<file path="config.mk">
export PLATFORM = sky130hd
export DESIGN_NAME = bus_return
export DESIGN_NICKNAME = d
export VERILOG_FILES = /design/src/soc_pkg.sv /design/src/bus_return.sv
export SDC_FILE = /design/constraint.sdc
export NUM_CORES = 1
export LEC_CHECK = 0
export BUFFER_PORTS_ARGS = -buffer_cell sky130_fd_sc_hd__buf_2
export CAP_MARGIN = 20
export CORE_MARGIN = 8
export CORE_UTILIZATION = 32
export DETAILED_ROUTE_END_ITERATION = 8
export MAX_ROUTING_LAYER = met4
export PLACE_DENSITY = 0.88
export SYNTH_ARGS = -nofsm -noshare
export SYNTH_HDL_FRONTEND = slang
export SYNTH_SLANG_ARGS = --single-unit
</file>
<file path="constraint.sdc">
create_clock -name clk48m -period 1.21 [get_ports clk48m]
set_clock_uncertainty 0.2 [all_clocks]
set_input_delay 0.0605 -clock clk48m [delete_from_list [all_inputs] [get_ports clk48m]]
set_output_delay 0.0605 -clock clk48m [all_outputs]
set_load 0.01 [all_outputs]
</file>
<file path="src/soc_pkg.sv">
/*
 * shared constants for the memory-bus fabric
 * region codes, register offsets, sizes, fixed read values
 */
`default_nettype none

package soc_pkg;

	// top address nibble of each mapped region
	localparam logic [3:0] region_sys = 4'h2;
	localparam logic [3:0] region_ram = 4'h4;

	// system register word offsets, address bits 3..2
	localparam logic [1:0] reg_off_led   = 2'd0;
	localparam logic [1:0] reg_off_psram = 2'd1;
	localparam logic [1:0] reg_off_spare = 2'd2;
	localparam logic [1:0] reg_off_run   = 2'd3;

	// fixed read values
	localparam logic [31:0] soc_version  = 32'h0000_8000;
	localparam logic [31:0] bus_err_data = 32'hdead_beef;

	// irq 0..2 belong to the cpu itself
	localparam int irq_bus_err = 3;

	// scratch ram geometry, in words
	localparam int ram_words = 256;
	localparam int ram_aw    = 8;

	// system register widths
	localparam int led_w    = 6;
	localparam int core_cnt = 2;
	localparam int ovr_w    = 8;

endpackage

`default_nettype wire

</file>
<file path="src/bus_return.sv">
/*
 * return path to the master
 * ready and read data merge, interrupt vector register
 */
`default_nettype none

module bus_return import soc_pkg::*; (
	input  logic        clk48m,
	input  logic        rst,
	input  logic        sys_sel,
	input  logic        ram_sel,
	input  logic        bus_err,
	input  logic [31:0] sys_rdata,
	input  logic [31:0] ram_rdata,
	input  logic        ram_ready,
	output logic        mem_ready,
	output logic [31:0] mem_rdata,
	output logic [31:0] irq
);

	// registers and errors answer at once, ram after its wait state
	assign mem_ready = sys_sel || bus_err || ram_ready;

	always_comb begin
		if (sys_sel)
			mem_rdata = sys_rdata;
		else if (ram_sel)
			mem_rdata = ram_rdata;
		else if (bus_err)
			mem_rdata = bus_err_data;
		else
			mem_rdata = '0;
	end

	// one-cycle pulse per error cycle
	always_ff @(posedge clk48m) begin
		if (rst) begin
			irq <= '0;
		end else begin
			irq <= '0;
			irq[irq_bus_err] <= bus_err;
		end
	end

	// a late ram answer must not overlap an immediate one
	a_single_source: assert property (
		@(posedge clk48m) disable iff (rst) ram_ready |-> !(sys_sel || bus_err)
	) else $error("two targets answered in the same cycle");

endmodule

`default_nettype wire

</file>
==> results.yml <==
routing:
  viasPerCell: 4.34
  drt-initial-drc-count: 28
  first_pass_iters: 4
  wire_per_inst_um: 12.8
  drcViolationCount: 0
  dr_total_vias: 1106
  drtAntennaViolNets: 0
  wl_um: 3270
timing:
  finalSetupTns_ns: 0
  finalCritPeriodShare: 0.907
  min_period_ns: 1.10
  worst_slack_ns: 0.112
  rsz0062_at_grt: "no"
  hold_violations: 0
  setup_viol: 0
  drv_slew: 0
  fmax_mhz: 911
synth:
  async_flop_share: 0
  synth_edf_count: 0
  yosys_most_used_dff: "dfxtp_1"
  syn-cell-area_um2: 916
  synth_top_area_frac: 0.262
  avgSynthCellArea_um2: 6.99
  yosysSeqAreaShare: 0.0219
  synth_area_leaders: "mux2i_1 26%, buf_4 26%, o21ai_1 11%"
  syn_inst: 131
  yosysMostFrequentCell: "buf_4"
  synth_common_cells: "32 x buf_4, 26 x nand2_1, 24 x mux2i_1, 20 x o21ai_1, 7 x a22o_1"
  ys_ff_latch: 1
  yosys.area.top_type: "mux2i_1"
  ys.warnings.count: 0
  yosysUniqueCellTypes: 14
placement:
  place_area_mm2: 0.00132
  dp_hpwl_um: 2890
  place_ws_ns: 0.0790
  globalplace.congestion: 0.780
  io_buffer_count: 103
floorplan:
  io_pins: 135
  die_w_um: 69.5
  fp.dieH_um: 69.5
  coreArea_mm2: 0.00273
  fp-row-count: 19
  die-area_mm2: 0.00483
  start_util: 0.335
power_and_ir_drop:
  power.leakage_nw: 0.830
  p_sw_mw: 0.270
  p_seq_frac: 0.065
  clkPwrFrac: 0
  peakVddDrop_mv: 0.298
  total_power_mw: 0.550
  power_frac_comb: 0.935
  power_density_mw_per_mm2: 416
  switching_share: 0.490
  p_int_mw: 0.280
critical_path:
  critPathLaunchType: "primary input"
  cp-end-kind: "primary output"
  crit_end: "mem_ready"
  critPathLaunch: "bus_err"
  worstPathRequired_ns: 0.95
  cp.arrival_ns: 0.84
  cp_max_fo: 26
  worst-setup-path-type: "in -> out"
cts:
  holdBufCountCts: 0
  clk_pin_slew_worst_paths_ns: 0
final_layout:
  largest_reg_flops: 1
  syn_to_final_growth_pct: 44.5
  largest_register: "irq"
  largestRegisters: "irq: 1 flops"
  layout-drive-gt1-share: 0.482
  diodes: 0
  nets: 296
  final_cell_area_mm2: 0.00132
outcome:
  status: "completed"
global_routing:
  grt-ovfl-total: 0
  grt_pass1_vias: 1181
  grt_max_degree: 29
  grt_usage: 0.120
  grt_pass1_wl_um: 5130
  antenna_found_initial: 0
worst_hold_path:
  hp-class: "in -> reg"
flow_run:
  drv_cap: 0
==> cell families (layout without fill, tap and decap cells) <==
kind of cell / after synthesis / after routing / synth area share
simple gates: 29 / 29 / 0.135
other cells: 1 / 31 / 0.00409
compound gates: 32 / 32 / 0.204
mux: 24 / 24 / 0.262
flops: 1 / 1 / 0.0219
buf+inv: 44 / 107 / 0.373
==> layout by cell type, fill, tap and decap left out <==
| master | count |
|---|---|
| a22o_1 | 7 |
| buf_12 | 4 |
| buf_2 | 102 |
| clkbuf_4 | 1 |
| conb_1 | 31 |
| dfxtp_1 | 1 |
| mux2i_1 | 24 |
| nand2_1 | 26 |
| nor2b_1 | 1 |
| nor2b_4 | 1 |
| o21ai_0 | 5 |
| o21ai_1 | 20 |
| or3_1 | 1 |
==> metal layers <==
layer  global-route usage  vias to the layer above  routed length (um)
met3               0.0315                        0                 249
met2                0.240                       65                1740
met4                    0                        0                   0
li1                     -                      568                   -
met1                0.119                      473                1270
met5                    -                        -                   0
==> how the worst min path moves through the flow <==
stage / start / endpoint / slack [ns] / depth (start not counted)
after detailed placement: rst / irq[3] / 0.02 / 2
after CTS: rst / irq[3] / 0.02 / 2
after global placement: rst / irq[3] / 0.02 / 2
final: rst / irq[3] / 0.02 / 2
after global routing: rst / irq[3] / 0.03 / 2
after floorplan: rst / irq[3] / -0.07 / 1
==> layout make-up <==
cell class,count,area (um^2)
Multi-Input combinational cell,116,667
Sequential cell,1,20.0
Tap cell,31,38.8
Timing Repair Buffer,107,598
Fill cell,279,1410
==> power by group through the flow <==
stage	combinational [mW]	clock (mW)	sequential, mW
final	0.514	0	0.0357
after global routing	0.567	0	0.0358
after CTS	0.515	0	0.0358
after detailed placement	0.513	0	0.0358
after global placement	0.505	0	0.0357
after floorplan	0.367	0	0.0368
==> worst max-delay path, cell delays in order <==
cell and delay [ns]:
clkbuf_4 0.23, or3_1 0.40, buf_2 0.14
==> per-stage QoR <==
step,cells,utilization,hold WS [ns]
floorplan,161,-,-0.0679
detailed placement,255,0.483,0.0225
finish,255,0.484,0.0205
global placement,255,0.483,0.0178
global route,255,0.484,0.0331
CTS,255,0.483,0.0225
==> timing repair <==
item                       in CTS  in global routing
setup endpoints to repair       0                  3
resized for setup               0                  1
buffers inserted                0                  0
No activity file was read; power rests on OpenSTA's default activity.
