## src/soc_pkg.sv

```systemverilog
/*
 * shared constants for the memory-bus fabric
 * region codes, register offsets, sizes, fixed read values
 */
`default_nettype none

package soc_pkg;

	// top address nibble of each mapped region
	localparam logic [3:0] region_sys = 4'h2;
	localparam logic [3:0] region_ram = 4'h4;

	// system register word offsets, address bits 3..2
	localparam logic [1:0] reg_off_led   = 2'd0;
	localparam logic [1:0] reg_off_psram = 2'd1;
	localparam logic [1:0] reg_off_spare = 2'd2;
	localparam logic [1:0] reg_off_run   = 2'd3;

	// fixed read values
	localparam logic [31:0] soc_version  = 32'h0000_8000;
	localparam logic [31:0] bus_err_data = 32'hdead_beef;

	// irq 0..2 belong to the cpu itself
	localparam int irq_bus_err = 3;

	// scratch ram geometry, in words
	localparam int ram_words = 256;
	localparam int ram_aw    = 8;

	// system register widths
	localparam int led_w    = 6;
	localparam int core_cnt = 2;
	localparam int ovr_w    = 8;

endpackage

`default_nettype wire

```

## src/sys_regs.sv

```systemverilog
/*
 * word register block: leds, psram pin override, core run bits
 * plus the psram pin multiplexer
 */
`default_nettype none

module sys_regs import soc_pkg::*; (
	input  logic                clk48m,
	input  logic                rst,
	input  logic                sys_sel,
	input  logic [31:0]         mem_addr,
	input  logic [31:0]         mem_wdata,
	input  logic [3:0]          mem_wstrb,
	input  logic                qpi_sclk,
	input  logic                qpi_nce,
	input  logic                qpi_oe,
	input  logic [3:0]          qpi_sout,
	output logic [31:0]         sys_rdata,
	output logic [led_w-1:0]    led,
	output logic [core_cnt-1:0] core_run,
	output logic                psram_sclk,
	output logic                psram_nce,
	output logic                psram_oe,
	output logic [3:0]          psram_sout
);

	logic [1:0]          offset;
	logic                wr_en;
	logic [ovr_w-1:0]    psram_ovr;
	logic [core_cnt-1:1] run_hi;
	logic                ovr_on;

	assign offset = mem_addr[3:2];
	// only the low byte lane carries register writes
	assign wr_en = sys_sel && mem_wstrb[0];

	always_ff @(posedge clk48m) begin
		if (rst) begin
			led <= '0;
			psram_ovr <= '0;
			run_hi <= '1;
		end else if (wr_en) begin
			case (offset)
				reg_off_led:   led <= mem_wdata[led_w-1:0];
				reg_off_psram: psram_ovr <= mem_wdata[ovr_w-1:0];
				reg_off_run:   run_hi <= mem_wdata[core_cnt-1:1];
				default:       ;
			endcase
		end
	end

	// core 0 is never held
	assign core_run = {run_hi, 1'b1};

	always_comb begin
		sys_rdata = '0;
		case (offset)
			reg_off_led:   sys_rdata = soc_version;
			reg_off_psram: sys_rdata[ovr_w-1:0] = psram_ovr;
			reg_off_spare: sys_rdata = '0;
			reg_off_run:   sys_rdata[core_cnt-1:0] = core_run;
			default:       sys_rdata = '0;
		endcase
	end

	// bit 7 hands the pins to software
	assign ovr_on = psram_ovr[7];

	always_comb begin
		if (ovr_on) begin
			psram_oe   = psram_ovr[6];
			psram_sclk = psram_ovr[5];
			psram_nce  = psram_ovr[4];
			psram_sout = psram_ovr[3:0];
		end else begin
			psram_oe   = qpi_oe;
			psram_sclk = qpi_sclk;
			psram_nce  = qpi_nce;
			psram_sout = qpi_sout;
		end
	end

endmodule

`default_nettype wire

```

## config.mk

```make
export PLATFORM = sky130hd
export DESIGN_NAME = sys_regs
export DESIGN_NICKNAME = d
export VERILOG_FILES = /design/src/soc_pkg.sv /design/src/sys_regs.sv
export SDC_FILE = /design/constraint.sdc
export NUM_CORES = 1
export LEC_CHECK = 0
export BUFFER_PORTS_ARGS = -buffer_cell sky130_fd_sc_hd__buf_2
export CAP_MARGIN = 20
export CELL_PAD_IN_SITES_DETAIL_PLACEMENT = 0
export CELL_PAD_IN_SITES_GLOBAL_PLACEMENT = 2
export CORE_ASPECT_RATIO = 1.4
export CORE_UTILIZATION = 14
export DETAILED_ROUTE_END_ITERATION = 6
export GPL_TIMING_DRIVEN = 1
export PLACE_DENSITY_LB_ADDON = 0.2
export SLEW_MARGIN = 40
export SYNTH_ARGS = -nofsm -noshare
export SYNTH_HDL_FRONTEND = slang
export SYNTH_SLANG_ARGS = --single-unit
```

## constraint.sdc

```tcl
create_clock -name clk48m -period 1.06 [get_ports clk48m]
set_clock_uncertainty 0.05 [all_clocks]
set_input_delay 0.265 -clock clk48m [delete_from_list [all_inputs] [get_ports clk48m]]
set_output_delay 0.265 -clock clk48m [all_outputs]
set_load 0.05 [all_outputs]
```

==> reports/qor.yml, run 1 <==
synthesis.area_mm2: 0.00104
min_period_ps: 1510
critPathMaxStageDelay_ps: 370
nets: 241
yosys_warnings: 0
antenna_found_initial: 0
powerDensity_mw_per_mm2: 943
wirelength_um: 2610
path_clk_slew_ps: 60
worstSetupPathType: "flop to primary output"
status: "finished, violations left"
synth_top_family_by_area: "simple AND/OR/NAND/NOR gates"
rsz0062_at_grt: "yes"
peakVddDrop_uv: 358
die_w_um: 74.8
p_leak_nw: 0.820
hold_viol: 0
synthAdderAreaFrac: 0
ant_nets: 0
hold_slack_ps: 226
start_kind: "flop"
ys_ff_latch: 15
drtPass1Iterations: 4
cts_sinks: 15
synth_xor_area_frac: 0
cts_root_buffer: "clkbuf_8"
start_util: 0.147
syn_area_per_cell_um2: 9.44
gp_congestion: 0.714
dieArea_mm2: 0.00777
crit_fanout: 6
die_y_um: 104
syn_to_final_growth_pct: 71.7
grt_pass1_vias: 868
endpoint_kind: "primary output"
drc: 0
finalMaxSlewViolations: 0
grt-ovfl-total: 0
h-tree-depth: 1
ys_types: 18
fin_crit_sh: 1.43
layout-drive-gt1-share: 0.586
muxShareOfSynthArea: 0.230
hpwl_um: 2080
final_cell_mix: "conb_1, nand2b_1, buf_2"
setup_viol: 23
min_path_type: "primary input to flop"
tritoncts: "built"
fin_util: 0.252
coreArea_mm2: 0.00707
io_buffers: 43
antennaDiodeCount: 0
yosysSeqAreaShare: 0.289
grt_pass1_wl_um: 4170
synth_compound_area_frac: 0.00723
slowest_stage: "dfxtp_4"
wl_per_cell_um: 10.2
cap_violations: 0
vias: 828
grtUsageTotal: 0.0713
fin_ws_ps: -452
top_level_ports: 125
rows: 36
layout_commonest_cell: "conb_1"
cp.required_ps: 740
via_per_inst: 3.22
grt_start_max_net_pins: 15
arrival_ps: 1200
post_synth_and_or_nand_nor_area_fraction: 0.242
fmax_mhz: 662
drt_iter0_markers: 10
cts_inserted_buffers: 3
cts_max_path_buffers: 2
syn_inst: 110
worstSkewPairLatency_ps: 250
violations: "setup timing"
crit_chain: "buf_12 > mux2_4 > buf_6"
power_mw: 1.68
## final cells by class
type	count	area (um2)
well taps	95	119
flip-flops and latches	15	327
fillers	784	5290
multi-input cells	85	666
repair buffers	58	627
clock buffers	4	45.0
## metrics by stage
step                      instances  worst slack (ps)  cell area (um2)  TNS, ps
after global routing            257              -496             1780    -5810
after detailed placement        248              -329             1430    -6430
after global placement          248              -315             1430    -6320
final                           257              -452             1780    -4730
after CTS                       253              -466             1730    -5140
after floorplan                 132             -87.3             1200     -893
## state kept, by name, summed over array words and instances (netlist names)
register	cells
psram_ovr	8
led	6
run_hi	1
## cell usage after synthesis
master	number	share of area
nand4b_4	1	0.023
nor2_1	3	0.011
conb_1	2	0.0072
nand2b_1	22	0.13
buf_6	2	0.022
dfxtp_1	15	0.29
buf_4	25	0.18
buf_2	2	0.0096
and4bb_1	1	0.012
o21a_1	1	0.0072
clkbuf_2	1	0.0048
mux2_2	7	0.076
and4b_1	1	0.0096
clkbuf_1	2	0.0072
nor2b_1	2	0.012
and2_1	6	0.036
mux2i_1	16	0.15
nand4_1	1	0.0060
## logic make-up (layout without fill, tap and decap cells)
family | count (synthesis) | in the layout
and+or+nand+nor | 37 | 37
buffers and inverters | 32 | 62
muxes | 23 | 23
DFF | 15 | 15
other | 2 | 24
AOI/OAI and AO/OA | 1 | 1
## worst max-delay path, delay by kind of cell, from the launching register on
| family | cells | cell delay, ps |
|---|---|---|
| flip-flops | 1 | 370 |
| multiplexers | 1 | 300 |
| buffers and inverters | 2 | 270 |
## final timing paths
check	start	to	cells after the start	slack (ps)
max	psram_ovr[7]	psram_sout[3]	3	-450
min	mem_wdata[7]	psram_ovr[7]	3	230
max reg2reg	run_hi	run_hi	4	160
min reg2reg	led[0]	led[0]	2	430
## repair_timing
action                                  in CTS  in global routing
hold buffers                                 0                  0
setup buffers                                1                  4
endpoints found under the setup margin      26                 29
pin swaps                                    5                  3
gates resized for setup                     83                  6
## report_power, final
part	switching (mW)	internal, mW	total, mW
Sequential	0.0115	0.572	0.584
Clock	0.212	0.267	0.479
Combinational	0.396	0.223	0.619
Total	0.620	1.06	1.68
## routing by layer
metal	wire length (um)	part of all wire	GRT usage
met1	934	0.36	0.0735
met2	1480	0.57	0.129
met3	128	0.049	0.00969
met4	70	0.027	0.0445
met5	0	0	0
No activity file was read; power rests on OpenSTA's default activity.
==> inputs of run 2 (changes only) <==
ABC_AREA = 1   (was unset)
CORE_UTILIZATION = 12   (was 14)
==> reports/qor.yml, run 2 <==
yosys_warnings: 0  # unchanged
rr_startpoint: "psram_ovr[7]"
fin_ws_ps: -350  # +102 ps
synthesis.area_mm2: 0.00104  # +0.24%
cp.required_ps: 740  # about the same
min_path_type: "primary input to flop"
rsz0062_at_grt: "yes"
grt_pass1_wl_um: 4640  # +11%
power_mw: 2.10  # +25%
start_kind: "flop"
yosysSeqAreaShare: 0.288  # -0.000695
path_depth: 4  # +1
yosysMostFrequentCell: "nand2_1"
antenna_found_initial: 0  # unchanged
crit_fanout: 6  # unchanged
grt_pass1_vias: 967  # +11%
reg2reg_depth: 3  # -1
p_seq_frac: 0.289  # -0.058
path_clk_slew_ps: 50  # about the same
syn_to_final_growth_pct: 83.9
nets: 294  # +22%
worstSkewPairLatency_ps: 240  # about the same
critPathMaxStageDelay_ps: 390  # +20 ps
drt_iter0_markers: 16  # +6
critPathTopFamily: "flip-flops"
hold_viol: 0  # unchanged
reg2reg_to: "psram_ovr[7]"
ys_types: 19  # +1
use_met2: 0.118  # -0.0106
tritoncts: "built"
biggestRegsByFlops: "psram_ovr (8), led (6), run_hi (1)"
coreArea_mm2: 0.00830  # +17%
dp_slack_ps: -255  # +74.7 ps
ys_ff_latch: 15  # unchanged
synth_top_area_frac: 0.288  # -0.000695
die_y_um: 112  # +8.0%
cts_max_path_buffers: 2  # unchanged
violations: "setup timing"
cap_violations: 0  # unchanged
wirelength_um: 2960  # +13%
endpoint_kind: "primary output"
worst-r2r-setup-slack_ps: 250  # +90 ps
cp-endpoint: "psram_sclk"
syn_inst: 158  # +44%
vias: 1026  # +24%
hold_slack_ps: 231  # +4.98 ps
antennaDiodeCount: 0  # unchanged
h-tree-depth: 1  # unchanged
cts_inserted_buffers: 3  # unchanged
cell_internal_pwr_mw: 1.34  # +26%
hpwl_um: 2310  # +11%
top_usage_layer: "met2"
fmax_mhz: 709  # +7.2%
critPathLaunch: "psram_ovr[7]"
via_per_inst: 3.24  # +0.46%
largest_register: "psram_ovr"
grt-ovfl-total: 0  # unchanged
met1_usage: 0.0784  # +0.00489
start_util: 0.125  # -0.0214
min_period_ps: 1410  # -102 ps
cts_root_buffer: "clkbuf_16"
place_inst: 308  # +24%
synthFlopType: "dfxtp_1"
swShare: 0.363  # -0.00574
fin_area_mm2: 0.00191  # +7.4%
gp_congestion: 0.686  # -4.0%
top_level_ports: 125  # unchanged
final_cell_mix: "conb_1, nor2_1, nand2_1"
arrival_ps: 1090  # -110 ps
yosysTopAreaCell: "dfxtp_1"
cts_sinks: 15  # unchanged
stdcell_count: 317  # +23%
fin_util: 0.231  # -0.0214
fin_crit_sh: 1.33  # -0.0960
peakVddDrop_uv: 474  # +33%
crit_chain: "inv_8 > buf_4 > o21ai_4 > buf_6"
die_w_um: 80.7  # +7.9%
grtUsageTotal: 0.0687  # -0.00253
ant_nets: 0  # unchanged
p_sw_mw: 0.761  # +23%
rows: 39  # +8.3%
dieArea_mm2: 0.00906  # +17%
largest_reg_flops: 8  # unchanged
worstSetupPathType: "flop to primary output"
async_flop_share: 0  # unchanged
setup-tns-final_ps: -3450  # +1280 ps
synth.top_cells.by_count: "nand2_1, nor2_1, buf_4"
setup_viol: 15  # -35%
synth_edf_count: 0  # unchanged
io_buffers: 43  # unchanged
power.share.clock: 0.354  # +0.069
met3_usage: 0.0114  # +0.00169
syn_area_per_cell_um2: 6.59  # -30%
wl_per_cell_um: 9.32  # -8.3%
grt_start_max_net_pins: 22  # +7
layout_commonest_cell: "conb_1"
crit_buf_inv: 3  # +1
status: "finished, violations left"
powerDensity_mw_per_mm2: 1100  # +16%
layout-drive-gt1-share: 0.540  # -0.0469
dpl_cell_area_mm2: 0.00150  # +4.9%
drc: 0  # unchanged
drtPass1Iterations: 4  # unchanged
synth.top_cells.by_area: "dfxtp_1, buf_4, nand2_1, nor2_1, inv_1"
comb_power_share: 0.357  # -0.011
p_leak_nw: 0.882  # +7.5%
finalMaxSlewViolations: 0  # unchanged
slowest_stage: "dfxtp_4"
==> run 2: cell types whose count changed in the layout (fill, tap and decap cells not counted), sizes merged, moves of 7 or more <==
cell	before	now
mux2i	16	0
inv	0	20
nand3	0	16
mux2	7	0
nand2	0	33
nor2	3	31
nand2b	22	0
==> run 2: worst min path at each step <==
stage / start / endpoint / slack, ps / cells after the start
floorplan: mem_wdata[1] / run_hi / 370 / 2
global placement: led[4] / led[4] / 420 / 2
detailed placement: led[4] / led[4] / 420 / 2
CTS: mem_wdata[1] / run_hi / 230 / 3
global route: mem_wdata[1] / run_hi / 260 / 3
finish: mem_wdata[1] / run_hi / 230 / 3
==> run 2: routing by layer <==
layer	wire [um]	up-vias
met3	201	4
met5	0	-
met4	73	0
met2	1490	52
li1	-	548
met1	1190	422
==> run 2: logic make-up after synthesis <==
group                  Yosys count  share of synthesized area
AO/OA/AOI/OAI                   12                     0.0577
buffers and inverters           49                      0.290
flip-flops                      15                      0.288
other                            2                    0.00721
AND/OR/NAND/NOR                 80                      0.357
==> run 2: area by class of cell <==
class / count / area [um2]
Timing Repair inverter: 1 / 6.26
Clock buffer: 4 / 78.8
Sequential cell: 15 / 322
Tap cell: 102 / 128
Multi-Input combinational cell: 116 / 701
Timing Repair Buffer: 60 / 598
Inverter: 19 / 81.3
Fill cell: 936 / 6380
==> run 2: worst min-delay path, stage by stage <==
cell and delay, ps:
buf_2 90, nand3_1 70, nand3_1 70
==> run 2: power groups by stage <==
| stage | combinational (mW) | clock [mW] | sequential, mW |
|---|---|---|---|
| 2_1_floorplan | 0.549 | 0 | 0.634 |
| 4_1_cts | 0.740 | 0.777 | 0.604 |
| 3_3_place_gp | 0.647 | 0 | 0.608 |
| 3_5_place_dp | 0.646 | 0 | 0.609 |
| 5_1_grt | 0.794 | 0.802 | 0.608 |
| 6_report | 0.749 | 0.742 | 0.606 |
==> run 2: what timing repair did <==
action	4_1_cts	5_1_grt
setup endpoints to repair	23	23
gates cloned	1	0
setup buffers	4	0
pin swaps	11	1
resized for setup	88	15
hold buffers	0	0
